### src/hdl/div_pkg.sv
package div_pkg;

  ////////////////////////////////////////////////////////////////////
  // widths and sizes
  ////////////////////////////////////////////////////////////////////

  // operand and result width
  localparam int unsigned DATA_WIDTH    = 32;
  // number of serial divider lanes
  localparam int unsigned NUM_LANES     = 4;
  // transaction id width
  localparam int unsigned ID_BITS       = 4;
  // depth of request and response fifo
  localparam int unsigned FIFO_DEPTH    = 4;
  // enough bits to name one lane
  localparam int unsigned LANE_IDX_BITS = 2;

  // leading-zero count width
  localparam int unsigned CNT_BITS      = $clog2(DATA_WIDTH);
  // shift of operand a, may reach DATA_WIDTH for a zero operand
  localparam int unsigned SHIFT_BITS    = $clog2(DATA_WIDTH + 1);
  // signed divisor shift, msb set when |b| > |a|
  localparam int unsigned DSHIFT_BITS   = SHIFT_BITS + 1;

  ////////////////////////////////////////////////////////////////////
  // types
  ////////////////////////////////////////////////////////////////////

  // bit 0 selects signed, bit 1 selects remainder
  typedef enum logic [1:0] {
    OP_UDIV = 2'd0,
    OP_DIV  = 2'd1,
    OP_UREM = 2'd2,
    OP_REM  = 2'd3
  } div_op_e;

  typedef struct packed {
    logic [ID_BITS-1:0]    id;
    logic [DATA_WIDTH-1:0] op_a;
    logic [DATA_WIDTH-1:0] op_b;
    div_op_e               op;
  } div_req_t;

  typedef struct packed {
    logic [ID_BITS-1:0]    id;
    logic [DATA_WIDTH-1:0] res;
  } div_rsp_t;

endpackage

### src/hdl/lzc.sv
`timescale 1ns/1ps

module lzc (
  input  logic [div_pkg::DATA_WIDTH-1:0] in_i,
  output logic [div_pkg::CNT_BITS-1:0]   cnt_o,
  output logic                           empty_o
);

  // scan from lsb upwards, the highest set bit is written last
  always_comb begin : p_count
    cnt_o = '0;
    for (int i = 0; i < div_pkg::DATA_WIDTH; i++) begin
      if (in_i[i]) begin
        cnt_o = div_pkg::CNT_BITS'(div_pkg::DATA_WIDTH - 1 - i);
      end
    end
  end

  // no one found, count is meaningless then
  assign empty_o = ~|in_i;

endmodule

### src/hdl/serdiv.sv
`timescale 1ns/1ps

module serdiv (
  input  logic               clk_i,
  input  logic               rst_ni,
  input  logic               flush_i,
  // request side
  input  logic               in_vld_i,
  output logic               in_rdy_o,
  input  div_pkg::div_req_t  req_i,
  // response side
  output logic               out_vld_o,
  input  logic               out_rdy_i,
  output div_pkg::div_rsp_t  rsp_o
);

  typedef enum logic [1:0] {IDLE, DIVIDE, FINISH} state_e;

  state_e state_d, state_q;

  logic [1:0] opcode;
  logic       op_a_sign, op_b_sign;
  logic       op_b_zero, op_b_neg_one;

  logic [div_pkg::DATA_WIDTH-1:0] op_a_q, op_b_q, res_q;
  logic [div_pkg::DATA_WIDTH-1:0] add_mux, add_tmp, add_out;
  logic [div_pkg::DATA_WIDTH-1:0] b_mux, out_mux;
  logic [div_pkg::ID_BITS-1:0]    id_q;

  // flags captured on load
  logic rem_sel_q, comp_inv_q, res_inv_q;
  logic op_b_zero_q, op_b_neg_one_q, div_res_zero_q;

  logic [div_pkg::DATA_WIDTH-1:0]  lzc_a_in, lzc_b_in, op_b_algn;
  logic [div_pkg::CNT_BITS-1:0]    lzc_a_cnt, lzc_b_cnt;
  logic                            lzc_a_empty, lzc_b_empty;
  logic [div_pkg::SHIFT_BITS-1:0]  shift_a;
  logic [div_pkg::DSHIFT_BITS-1:0] div_shift;

  logic [div_pkg::CNT_BITS-1:0] cnt_q;
  logic                         cnt_zero;

  logic load_en, a_reg_en, b_reg_en, res_reg_en;
  logic pm_sel, ab_comp, early_exit;

  //////////////////////////////////////////////////////////////////////
  // operand alignment
  //////////////////////////////////////////////////////////////////////

  assign opcode    = req_i.op;
  assign op_a_sign = req_i.op_a[div_pkg::DATA_WIDTH-1];
  assign op_b_sign = req_i.op_b[div_pkg::DATA_WIDTH-1];

  // an all-zero count input means b is 0 or, when signed, -1
  assign op_b_zero    = lzc_b_empty & ~op_b_sign;
  assign op_b_neg_one = lzc_b_empty &  op_b_sign;

  // negative operands counted on their one's complement
  assign lzc_a_in = (opcode[0] & op_a_sign) ?
                    {~req_i.op_a[div_pkg::DATA_WIDTH-2:0], 1'b1} : req_i.op_a;
  assign lzc_b_in = (opcode[0] & op_b_sign) ? ~req_i.op_b : req_i.op_b;

  lzc i_lzc_a (
    .in_i    (lzc_a_in),
    .cnt_o   (lzc_a_cnt),
    .empty_o (lzc_a_empty)
  );

  lzc i_lzc_b (
    .in_i    (lzc_b_in),
    .cnt_o   (lzc_b_cnt),
    .empty_o (lzc_b_empty)
  );

  // zero dividend counts as fully shifted
  assign shift_a   = lzc_a_empty ? div_pkg::SHIFT_BITS'(div_pkg::DATA_WIDTH) :
                                   div_pkg::SHIFT_BITS'(lzc_a_cnt);
  assign div_shift = div_pkg::DSHIFT_BITS'(lzc_b_cnt) - div_pkg::DSHIFT_BITS'(shift_a);

  // divisor moved up under the dividend's leading one
  assign op_b_algn = req_i.op_b << div_shift;

  //////////////////////////////////////////////////////////////////////
  // datapath
  //////////////////////////////////////////////////////////////////////

  // load adds a for same signs, subtracts it otherwise
  assign pm_sel  = load_en & ~(opcode[0] & (op_a_sign ^ op_b_sign));
  assign add_mux = load_en ? req_i.op_a : op_b_q;

  // shift in the sign bit for a negative divisor
  assign b_mux   = load_en ? op_b_algn :
                   {comp_inv_q, op_b_q[div_pkg::DATA_WIDTH-1:1]};

  // compare partial remainder against divisor
  assign ab_comp = ((op_a_q == op_b_q) | ((op_a_q > op_b_q) ^ comp_inv_q)) & (|op_a_q);

  // restoring step
  assign add_tmp = load_en ? '0 : op_a_q;
  assign add_out = pm_sel ? add_tmp + add_mux : add_tmp - add_mux;

  // riscv special cases for x/0 and x/-1
  assign out_mux = rem_sel_q ? (op_b_neg_one_q ? '0 : op_a_q) :
                   (op_b_zero_q ? '1 : (op_b_neg_one_q ? op_a_q : res_q));

  // final sign correction
  assign rsp_o = '{id: id_q, res: (res_inv_q ? -out_mux : out_mux)};

  //////////////////////////////////////////////////////////////////////
  // control
  //////////////////////////////////////////////////////////////////////

  assign cnt_zero   = (cnt_q == '0);
  assign early_exit = div_res_zero_q | op_b_zero_q | op_b_neg_one_q;

  always_comb begin : p_fsm
    state_d    = state_q;
    in_rdy_o   = 1'b0;
    out_vld_o  = 1'b0;
    load_en    = 1'b0;
    a_reg_en   = 1'b0;
    b_reg_en   = 1'b0;
    res_reg_en = 1'b0;

    unique case (state_q)
      IDLE: begin
        // ready only depends on state
        in_rdy_o = 1'b1;
        if (in_vld_i) begin
          load_en  = 1'b1;
          a_reg_en = 1'b1;
          b_reg_en = 1'b1;
          state_d  = DIVIDE;
        end
      end
      DIVIDE: begin
        if (early_exit) begin
          // result known without iterating
          out_vld_o = 1'b1;
          state_d   = out_rdy_i ? IDLE : FINISH;
        end else begin
          a_reg_en   = ab_comp;
          b_reg_en   = 1'b1;
          res_reg_en = 1'b1;
          if (cnt_zero) begin
            state_d = FINISH;
          end
        end
      end
      FINISH: begin
        // hold result under back-pressure
        out_vld_o = 1'b1;
        if (out_rdy_i) begin
          state_d = IDLE;
        end
      end
      default: state_d = IDLE;
    endcase

    // flush drops everything in flight
    if (flush_i) begin
      in_rdy_o  = 1'b0;
      out_vld_o = 1'b0;
      load_en   = 1'b0;
      a_reg_en  = 1'b0;
      b_reg_en  = 1'b0;
      state_d   = IDLE;
    end
  end

  always_ff @(posedge clk_i or negedge rst_ni) begin : p_ctrl
    if (!rst_ni) begin
      state_q        <= IDLE;
      rem_sel_q      <= 1'b0;
      comp_inv_q     <= 1'b0;
      res_inv_q      <= 1'b0;
      op_b_zero_q    <= 1'b0;
      op_b_neg_one_q <= 1'b0;
      div_res_zero_q <= 1'b0;
    end else begin
      state_q <= state_d;
      if (load_en) begin
        rem_sel_q      <= opcode[1];
        comp_inv_q     <= opcode[0] & op_b_sign;
        res_inv_q      <= (~op_b_zero | opcode[1]) & opcode[0] &
                          (op_a_sign ^ op_b_sign ^ op_b_neg_one);
        op_b_zero_q    <= op_b_zero;
        op_b_neg_one_q <= op_b_neg_one;
        // negative shift means |b| > |a|
        div_res_zero_q <= div_shift[div_pkg::DSHIFT_BITS-1];
      end
    end
  end

  always_ff @(posedge clk_i) begin : p_data
    if (a_reg_en) begin
      op_a_q <= add_out;
    end
    if (b_reg_en) begin
      op_b_q <= b_mux;
    end
    // quotient bits shift in from the right
    if (load_en) begin
      res_q <= '0;
    end else if (res_reg_en) begin
      res_q <= {res_q[div_pkg::DATA_WIDTH-2:0], ab_comp};
    end
    // iteration count is the aligned shift
    if (load_en) begin
      cnt_q <= div_shift[div_pkg::CNT_BITS-1:0];
    end else if (!cnt_zero) begin
      cnt_q <= cnt_q - 1'b1;
    end
    if (load_en) begin
      id_q <= req_i.id;
    end
  end

endmodule

### src/hdl/stream_fifo.sv
`timescale 1ns/1ps

module stream_fifo #(
  parameter type         payload_t = logic,
  parameter int unsigned DEPTH     = 4
) (
  input  logic     clk_i,
  input  logic     rst_ni,
  input  logic     flush_i,
  // write side
  input  logic     valid_i,
  output logic     ready_o,
  input  payload_t data_i,
  // read side
  output logic     valid_o,
  input  logic     ready_i,
  output payload_t data_o
);

  payload_t mem_q [DEPTH];

  logic [$clog2(DEPTH)-1:0]   wr_ptr_q, rd_ptr_q;
  logic [$clog2(DEPTH+1)-1:0] cnt_q;
  logic                       push, pop;

  // both sides closed during flush
  assign ready_o = (cnt_q != DEPTH) & ~flush_i;
  assign valid_o = (cnt_q != 0) & ~flush_i;
  assign data_o  = mem_q[rd_ptr_q];

  assign push = valid_i & ready_o;
  assign pop  = valid_o & ready_i;

  always_ff @(posedge clk_i or negedge rst_ni) begin : p_ptrs
    if (!rst_ni) begin
      wr_ptr_q <= '0;
      rd_ptr_q <= '0;
      cnt_q    <= '0;
    end else if (flush_i) begin
      wr_ptr_q <= '0;
      rd_ptr_q <= '0;
      cnt_q    <= '0;
    end else begin
      if (push) begin
        wr_ptr_q <= (wr_ptr_q == DEPTH - 1) ? '0 : wr_ptr_q + 1'b1;
      end
      if (pop) begin
        rd_ptr_q <= (rd_ptr_q == DEPTH - 1) ? '0 : rd_ptr_q + 1'b1;
      end
      // fill level only moves on one-sided traffic
      if (push && !pop) begin
        cnt_q <= cnt_q + 1'b1;
      end else if (pop && !push) begin
        cnt_q <= cnt_q - 1'b1;
      end
    end
  end

  // storage
  always_ff @(posedge clk_i) begin : p_mem
    if (push) begin
      mem_q[wr_ptr_q] <= data_i;
    end
  end

endmodule

### src/hdl/div_dispatch.sv
`timescale 1ns/1ps

module div_dispatch (
  // head of the request fifo
  input  logic                           req_valid_i,
  output logic                           req_ready_o,
  input  div_pkg::div_req_t              req_i,
  // lane side
  output logic [div_pkg::NUM_LANES-1:0] lane_vld_o,
  input  logic [div_pkg::NUM_LANES-1:0] lane_rdy_i,
  output div_pkg::div_req_t              lane_req_o
);

  // lowest idle lane wins, one-hot valid
  always_comb begin : p_pick
    logic found;
    found      = 1'b0;
    lane_vld_o = '0;
    for (int i = 0; i < div_pkg::NUM_LANES; i++) begin
      if (lane_rdy_i[i] && !found) begin
        lane_vld_o[i] = req_valid_i;
        found         = 1'b1;
      end
    end
  end

  // any idle lane takes the head this cycle
  assign req_ready_o = |lane_rdy_i;

  // payload shared by all lanes
  assign lane_req_o = req_i;

endmodule

### src/hdl/div_collect.sv
`timescale 1ns/1ps

module div_collect (
  input  logic                           clk_i,
  input  logic                           rst_ni,
  input  logic                           flush_i,
  // lane side
  input  logic [div_pkg::NUM_LANES-1:0] lane_vld_i,
  output logic [div_pkg::NUM_LANES-1:0] lane_rdy_o,
  input  div_pkg::div_rsp_t              lane_rsp_i [div_pkg::NUM_LANES],
  // towards the response fifo
  output logic                           rsp_valid_o,
  input  logic                           rsp_ready_i,
  output div_pkg::div_rsp_t              rsp_o
);

  logic [div_pkg::LANE_IDX_BITS-1:0] rr_q, gnt_idx;
  logic                              gnt_any;

  // first finished lane at or after the pointer
  always_comb begin : p_arb
    logic [div_pkg::LANE_IDX_BITS-1:0] idx;
    gnt_idx = rr_q;
    gnt_any = 1'b0;
    for (int i = 0; i < div_pkg::NUM_LANES; i++) begin
      idx = rr_q + div_pkg::LANE_IDX_BITS'(i);
      if (!gnt_any && lane_vld_i[idx]) begin
        gnt_idx = idx;
        gnt_any = 1'b1;
      end
    end
  end

  assign rsp_valid_o = gnt_any;
  assign rsp_o       = lane_rsp_i[gnt_idx];

  // only the granted lane sees ready
  always_comb begin : p_rdy
    lane_rdy_o          = '0;
    lane_rdy_o[gnt_idx] = gnt_any & rsp_ready_i;
  end

  // pointer skips past the lane just served
  always_ff @(posedge clk_i or negedge rst_ni) begin : p_ptr
    if (!rst_ni) begin
      rr_q <= '0;
    end else if (flush_i) begin
      rr_q <= '0;
    end else if (rsp_valid_o && rsp_ready_i) begin
      rr_q <= gnt_idx + 1'b1;
    end
  end

endmodule

### src/hdl/div_unit_top.sv
`timescale 1ns/1ps

module div_unit_top (
  input  logic              clk_i,
  input  logic              rst_ni,
  input  logic              flush_i,
  // requests
  input  logic              req_valid_i,
  output logic              req_ready_o,
  input  div_pkg::div_req_t req_i,
  // responses, possibly out of order
  output logic              rsp_valid_o,
  input  logic              rsp_ready_i,
  output div_pkg::div_rsp_t rsp_o
);

  // request fifo head
  logic              head_valid, head_ready;
  div_pkg::div_req_t head_req;

  // lane handshakes
  logic [div_pkg::NUM_LANES-1:0] lane_in_vld, lane_in_rdy;
  logic [div_pkg::NUM_LANES-1:0] lane_out_vld, lane_out_rdy;
  div_pkg::div_req_t             lane_req;
  div_pkg::div_rsp_t             lane_rsp [div_pkg::NUM_LANES];

  // collector to response fifo
  logic              col_valid, col_ready;
  div_pkg::div_rsp_t col_rsp;

  ////////////////////////////////////////////////////////////////////
  // request path
  ////////////////////////////////////////////////////////////////////

  stream_fifo #(
    .payload_t (div_pkg::div_req_t),
    .DEPTH     (div_pkg::FIFO_DEPTH)
  ) i_req_fifo (
    .clk_i   (clk_i),
    .rst_ni  (rst_ni),
    .flush_i (flush_i),
    .valid_i (req_valid_i),
    .ready_o (req_ready_o),
    .data_i  (req_i),
    .valid_o (head_valid),
    .ready_i (head_ready),
    .data_o  (head_req)
  );

  div_dispatch i_dispatch (
    .req_valid_i (head_valid),
    .req_ready_o (head_ready),
    .req_i       (head_req),
    .lane_vld_o  (lane_in_vld),
    .lane_rdy_i  (lane_in_rdy),
    .lane_req_o  (lane_req)
  );

  // identical serial lanes
  for (genvar g = 0; g < div_pkg::NUM_LANES; g++) begin : gen_lane
    serdiv i_serdiv (
      .clk_i     (clk_i),
      .rst_ni    (rst_ni),
      .flush_i   (flush_i),
      .in_vld_i  (lane_in_vld[g]),
      .in_rdy_o  (lane_in_rdy[g]),
      .req_i     (lane_req),
      .out_vld_o (lane_out_vld[g]),
      .out_rdy_i (lane_out_rdy[g]),
      .rsp_o     (lane_rsp[g])
    );
  end

  ////////////////////////////////////////////////////////////////////
  // response path
  ////////////////////////////////////////////////////////////////////

  div_collect i_collect (
    .clk_i       (clk_i),
    .rst_ni      (rst_ni),
    .flush_i     (flush_i),
    .lane_vld_i  (lane_out_vld),
    .lane_rdy_o  (lane_out_rdy),
    .lane_rsp_i  (lane_rsp),
    .rsp_valid_o (col_valid),
    .rsp_ready_i (col_ready),
    .rsp_o       (col_rsp)
  );

  stream_fifo #(
    .payload_t (div_pkg::div_rsp_t),
    .DEPTH     (div_pkg::FIFO_DEPTH)
  ) i_rsp_fifo (
    .clk_i   (clk_i),
    .rst_ni  (rst_ni),
    .flush_i (flush_i),
    .valid_i (col_valid),
    .ready_o (col_ready),
    .data_i  (col_rsp),
    .valid_o (rsp_valid_o),
    .ready_i (rsp_ready_i),
    .data_o  (rsp_o)
  );

endmodule

### config.mk
export PLATFORM = sky130hd
export DESIGN_NAME = div_unit_top
export DESIGN_NICKNAME = d
export VERILOG_FILES = /design/src/hdl/div_pkg.sv /design/src/hdl/lzc.sv /design/src/hdl/serdiv.sv /design/src/hdl/stream_fifo.sv /design/src/hdl/div_dispatch.sv /design/src/hdl/div_collect.sv /design/src/hdl/div_unit_top.sv
export SDC_FILE = /design/constraint.sdc
export NUM_CORES = 2
export LEC_CHECK = 0
export ABC_AREA = 1
export CAP_MARGIN = 10
export CORE_ASPECT_RATIO = 0.5
export CORE_UTILIZATION = 40
export CTS_CLUSTER_DIAMETER = 150
export DETAILED_ROUTE_END_ITERATION = 12
export DONT_BUFFER_PORTS = 1
export PLACE_DENSITY = 0.65
export SLEW_MARGIN = 15
export SYNTH_ARGS = -nofsm -noshare
export SYNTH_HDL_FRONTEND = slang
export SYNTH_SLANG_ARGS = --single-unit
### constraint.sdc
create_clock -name clk_i -period 7.5 [get_ports clk_i]
set_input_delay 0.75 -clock clk_i [delete_from_list [all_inputs] [get_ports clk_i]]
set_output_delay 0.75 -clock clk_i [all_outputs]
set_load 0.005 [all_outputs]
==> metrics.cfg <==
[placed_design]
gp_congestion=0.986
numPortBuffers=0
hpwlAfterDp_um=144000

[floorplanning]
num_io_pins=113
floorplan.initialDensity=0.404
design.core.area_um2=143000
die_w_um=540
num_rows=98
die_area_um2=146000
die_h_um=271

[timing]
post-route-min-period_ns=6.87
finalSetupViolations=0
rsz0062_at_grt=no
final.period_utilization=0.917
tightest_slew_ns=1.40
clock_skew_ns=0.0430
fmax_ghz=0.145
finalHoldViolCount=0
tns_ns=0
slew_viol_final=0
maxSlewHeadroom=0.0689

[clock_tree]
clock_latency_ns=0.75
clock-sinks=892
postCtsSetupBuffers=0
cts_tree=done
h-tree-depth=3
path_clk_slew_ns=0.06
cts_inserted_buffers=87
cts_root_buf=clkbuf_16
cts_max_path_buffers=3

[critical_path]
cp_top_family=compound AO/OA/AOI/OAI gates
worst_path_largest_cell_delay_ns=0.65
worstPathRequired_ns=7.98
path_buf_inv=7
slowest_stage=nor3_4
worstSetupPathType=flop to flop
cp-start-kind=flop
path_max_fanout=20
ff2ff_setup_slack_ns=0.63
cp_common_cell=a21oi_1
arrival_ns=7.36
endpoint_kind=flop

[flow_run]
cap_violations=0

[routing]
vias=49200
drtAntennaViolNets=0
dr.pass1.iters=6
wire_per_inst_um=21.5
wl_um=192000
drcViolationCount=0
viasPerCell=5.50
drtIter0Drc=6252

[logic_synthesis]
synth_edf_count=716
syn_inst=7086
ys_seq_area_frac=0.437
ys_warn_count=0
synth_ff_type=edfxtp_1
synth_async_sr_flop_share=0.0538
ys_types=73
synth_nets=7466
ys_seq_elements=892
netlist_area_um2=57800
synth_area_per_cell_um2=8.16

[global_routing]
grt_pass1_vias=44100
overflow=0
grt_pass1_wl_um=282000
grt.total_usage=0.256
grt_max_degree=97
antenna_found_initial=8

[layout]
fin_nets=7344
nFillCells=14100
drive_gt1_frac=0.0601
syn_to_final_growth_pct=8.54

[hold_path]
hp-class=input pin to flop

[run_status]
status=finished clean

## what timing repair did
item,4_1_cts,5_1_grt
hold endpoints to repair,48,0
hold buffers,2,0
setup endpoints to repair,0,101
resized for setup,0,9
## final cells by class
class,count,area (um^2),share of cell area
Multi-Input combinational cell,4967,27900,0.444
Sequential cell,892,25300,0.403
Inverter,901,3390,0.0541
Clock buffer,115,2390,0.0382
Tap cell,1900,2380,0.0379
Timing Repair Buffer,115,928,0.0148
Clock inverter,45,503,0.00801
Antenna cell,2,5.00,0.0000797
## cell families after synthesis
logic type	Yosys count	share of synthesized area
xor+xnor	382	0.0580
mux	8	0.00138
flops	892	0.437
buf+inv	1227	0.0838
fa+ha+maj	305	0.0669
compound gates	1780	0.174
simple gates	2492	0.179
## synth_stat cells (51+ instances only)
| library cell | count | area share |
|---|---|---|
| xor2_1 | 251 | 0.038 |
| or2_2 | 51 | 0.0055 |
| nand2_1 | 1474 | 0.096 |
| o21ai_1 | 134 | 0.012 |
| edfxtp_1 | 716 | 0.37 |
| nand4_1 | 54 | 0.0058 |
| nor2_1 | 570 | 0.037 |
| nand3_1 | 189 | 0.016 |
| dfxtp_1 | 128 | 0.044 |
| a21oi_1 | 453 | 0.039 |
| ha_1 | 298 | 0.064 |
| o211ai_1 | 118 | 0.015 |
| clkbuf_1 | 224 | 0.015 |
| o22ai_1 | 61 | 0.0066 |
| inv_1 | 875 | 0.057 |
| a32o_1 | 52 | 0.0090 |
| xnor2_1 | 130 | 0.020 |
| o21ai_0 | 774 | 0.067 |
## path summary, 6_finish.rpt
check | cells after the start | endpoint | startpoint
max | 31 | gen_lane[1].i_serdiv.op_a_q[30]$_DFFE_PP_ | gen_lane[0].i_serdiv.state_q[0]$_DFFE_PN0P_
min | 0 | i_req_fifo.mem_q[0][3]$_DFFE_PP_ | req_i[3]
max reg2reg | 31 | gen_lane[1].i_serdiv.op_a_q[30]$_DFFE_PP_ | gen_lane[0].i_serdiv.state_q[0]$_DFFE_PN0P_
min reg2reg | 2 | gen_lane[1].i_serdiv.res_q[9]$_SDFFE_PP0P_ | gen_lane[1].i_serdiv.res_q[8]$_SDFFE_PP0P_
max in group asynchronous | 2 | gen_lane[1].i_serdiv.op_b_neg_one_q$_DFFE_PN0P_ | rst_ni
min in group asynchronous | 2 | i_req_fifo.rd_ptr_q[0]$_DFFE_PN0P_ | rst_ni
## cells in the final DEF, fill, tap and decap left out, drive strengths merged, types with 46 or more instances in the layout
| cell type | n |
|---|---|
| nand3 | 191 |
| inv | 902 |
| o22ai | 62 |
| nand2 | 1483 |
| o211ai | 118 |
| or2 | 63 |
| xnor2 | 130 |
| nand4 | 54 |
| dfrtp | 48 |
| nor2 | 581 |
| dfxtp | 128 |
| clkbuf | 116 |
| edfxtp | 716 |
| buf | 113 |
| xor2 | 252 |
| nor3 | 68 |
| a21oi | 454 |
| a32o | 52 |
| o21ai | 913 |
| a31oi | 46 |
| ha | 298 |
## routing by layer
| metal | GRT usage | part of all wire | vias up | routed length (um) |
|---|---|---|---|---|
| met5 | 0 | 0 | - | 0 |
| met4 | 0.0816 | 0.033 | 0 | 6380 |
| met3 | 0.0606 | 0.10 | 245 | 19900 |
| met2 | 0.380 | 0.42 | 1916 | 81100 |
| met1 | 0.366 | 0.44 | 23300 | 84400 |
| li1 | - | - | 23700 | - |
## flip-flops by register name (all words and copies together) (netlist names), 3 cells and up
signal,count
gen_lane.i_serdiv.div_res_zero_q,4
gen_lane.i_serdiv.state_q,8
gen_lane.i_serdiv.rem_sel_q,4
gen_lane.i_serdiv.res_q,128
i_rsp_fifo.cnt_q,3
gen_lane.i_serdiv.comp_inv_q,4
gen_lane.i_serdiv.op_b_q,128
gen_lane.i_serdiv.op_a_q,128
i_req_fifo.mem_q,280
i_rsp_fifo.mem_q,144
gen_lane.i_serdiv.res_inv_q,4
gen_lane.i_serdiv.id_q,16
gen_lane.i_serdiv.op_b_zero_q,4
gen_lane.i_serdiv.op_b_neg_one_q,4
i_req_fifo.cnt_q,3
gen_lane.i_serdiv.cnt_q,20
## stage by stage
stage                     setup slack, ns  utilization  instances  hold WS (ns)  area, um^2
after floorplan                      1.69            -       7086         0.430       57800
after global placement              0.649        0.417       8772         0.451       59800
after detailed placement            0.667        0.417       8772         0.459       59800
after CTS                           0.663        0.438       8934        0.0625       62700
after global routing               0.0124        0.438       8935        0.0660       62800
final                               0.625        0.438       8937         0.107       62800
Power is not shown: default switching activity piles up to over one toggle a cycle in this logic, so the estimate is an artifact.
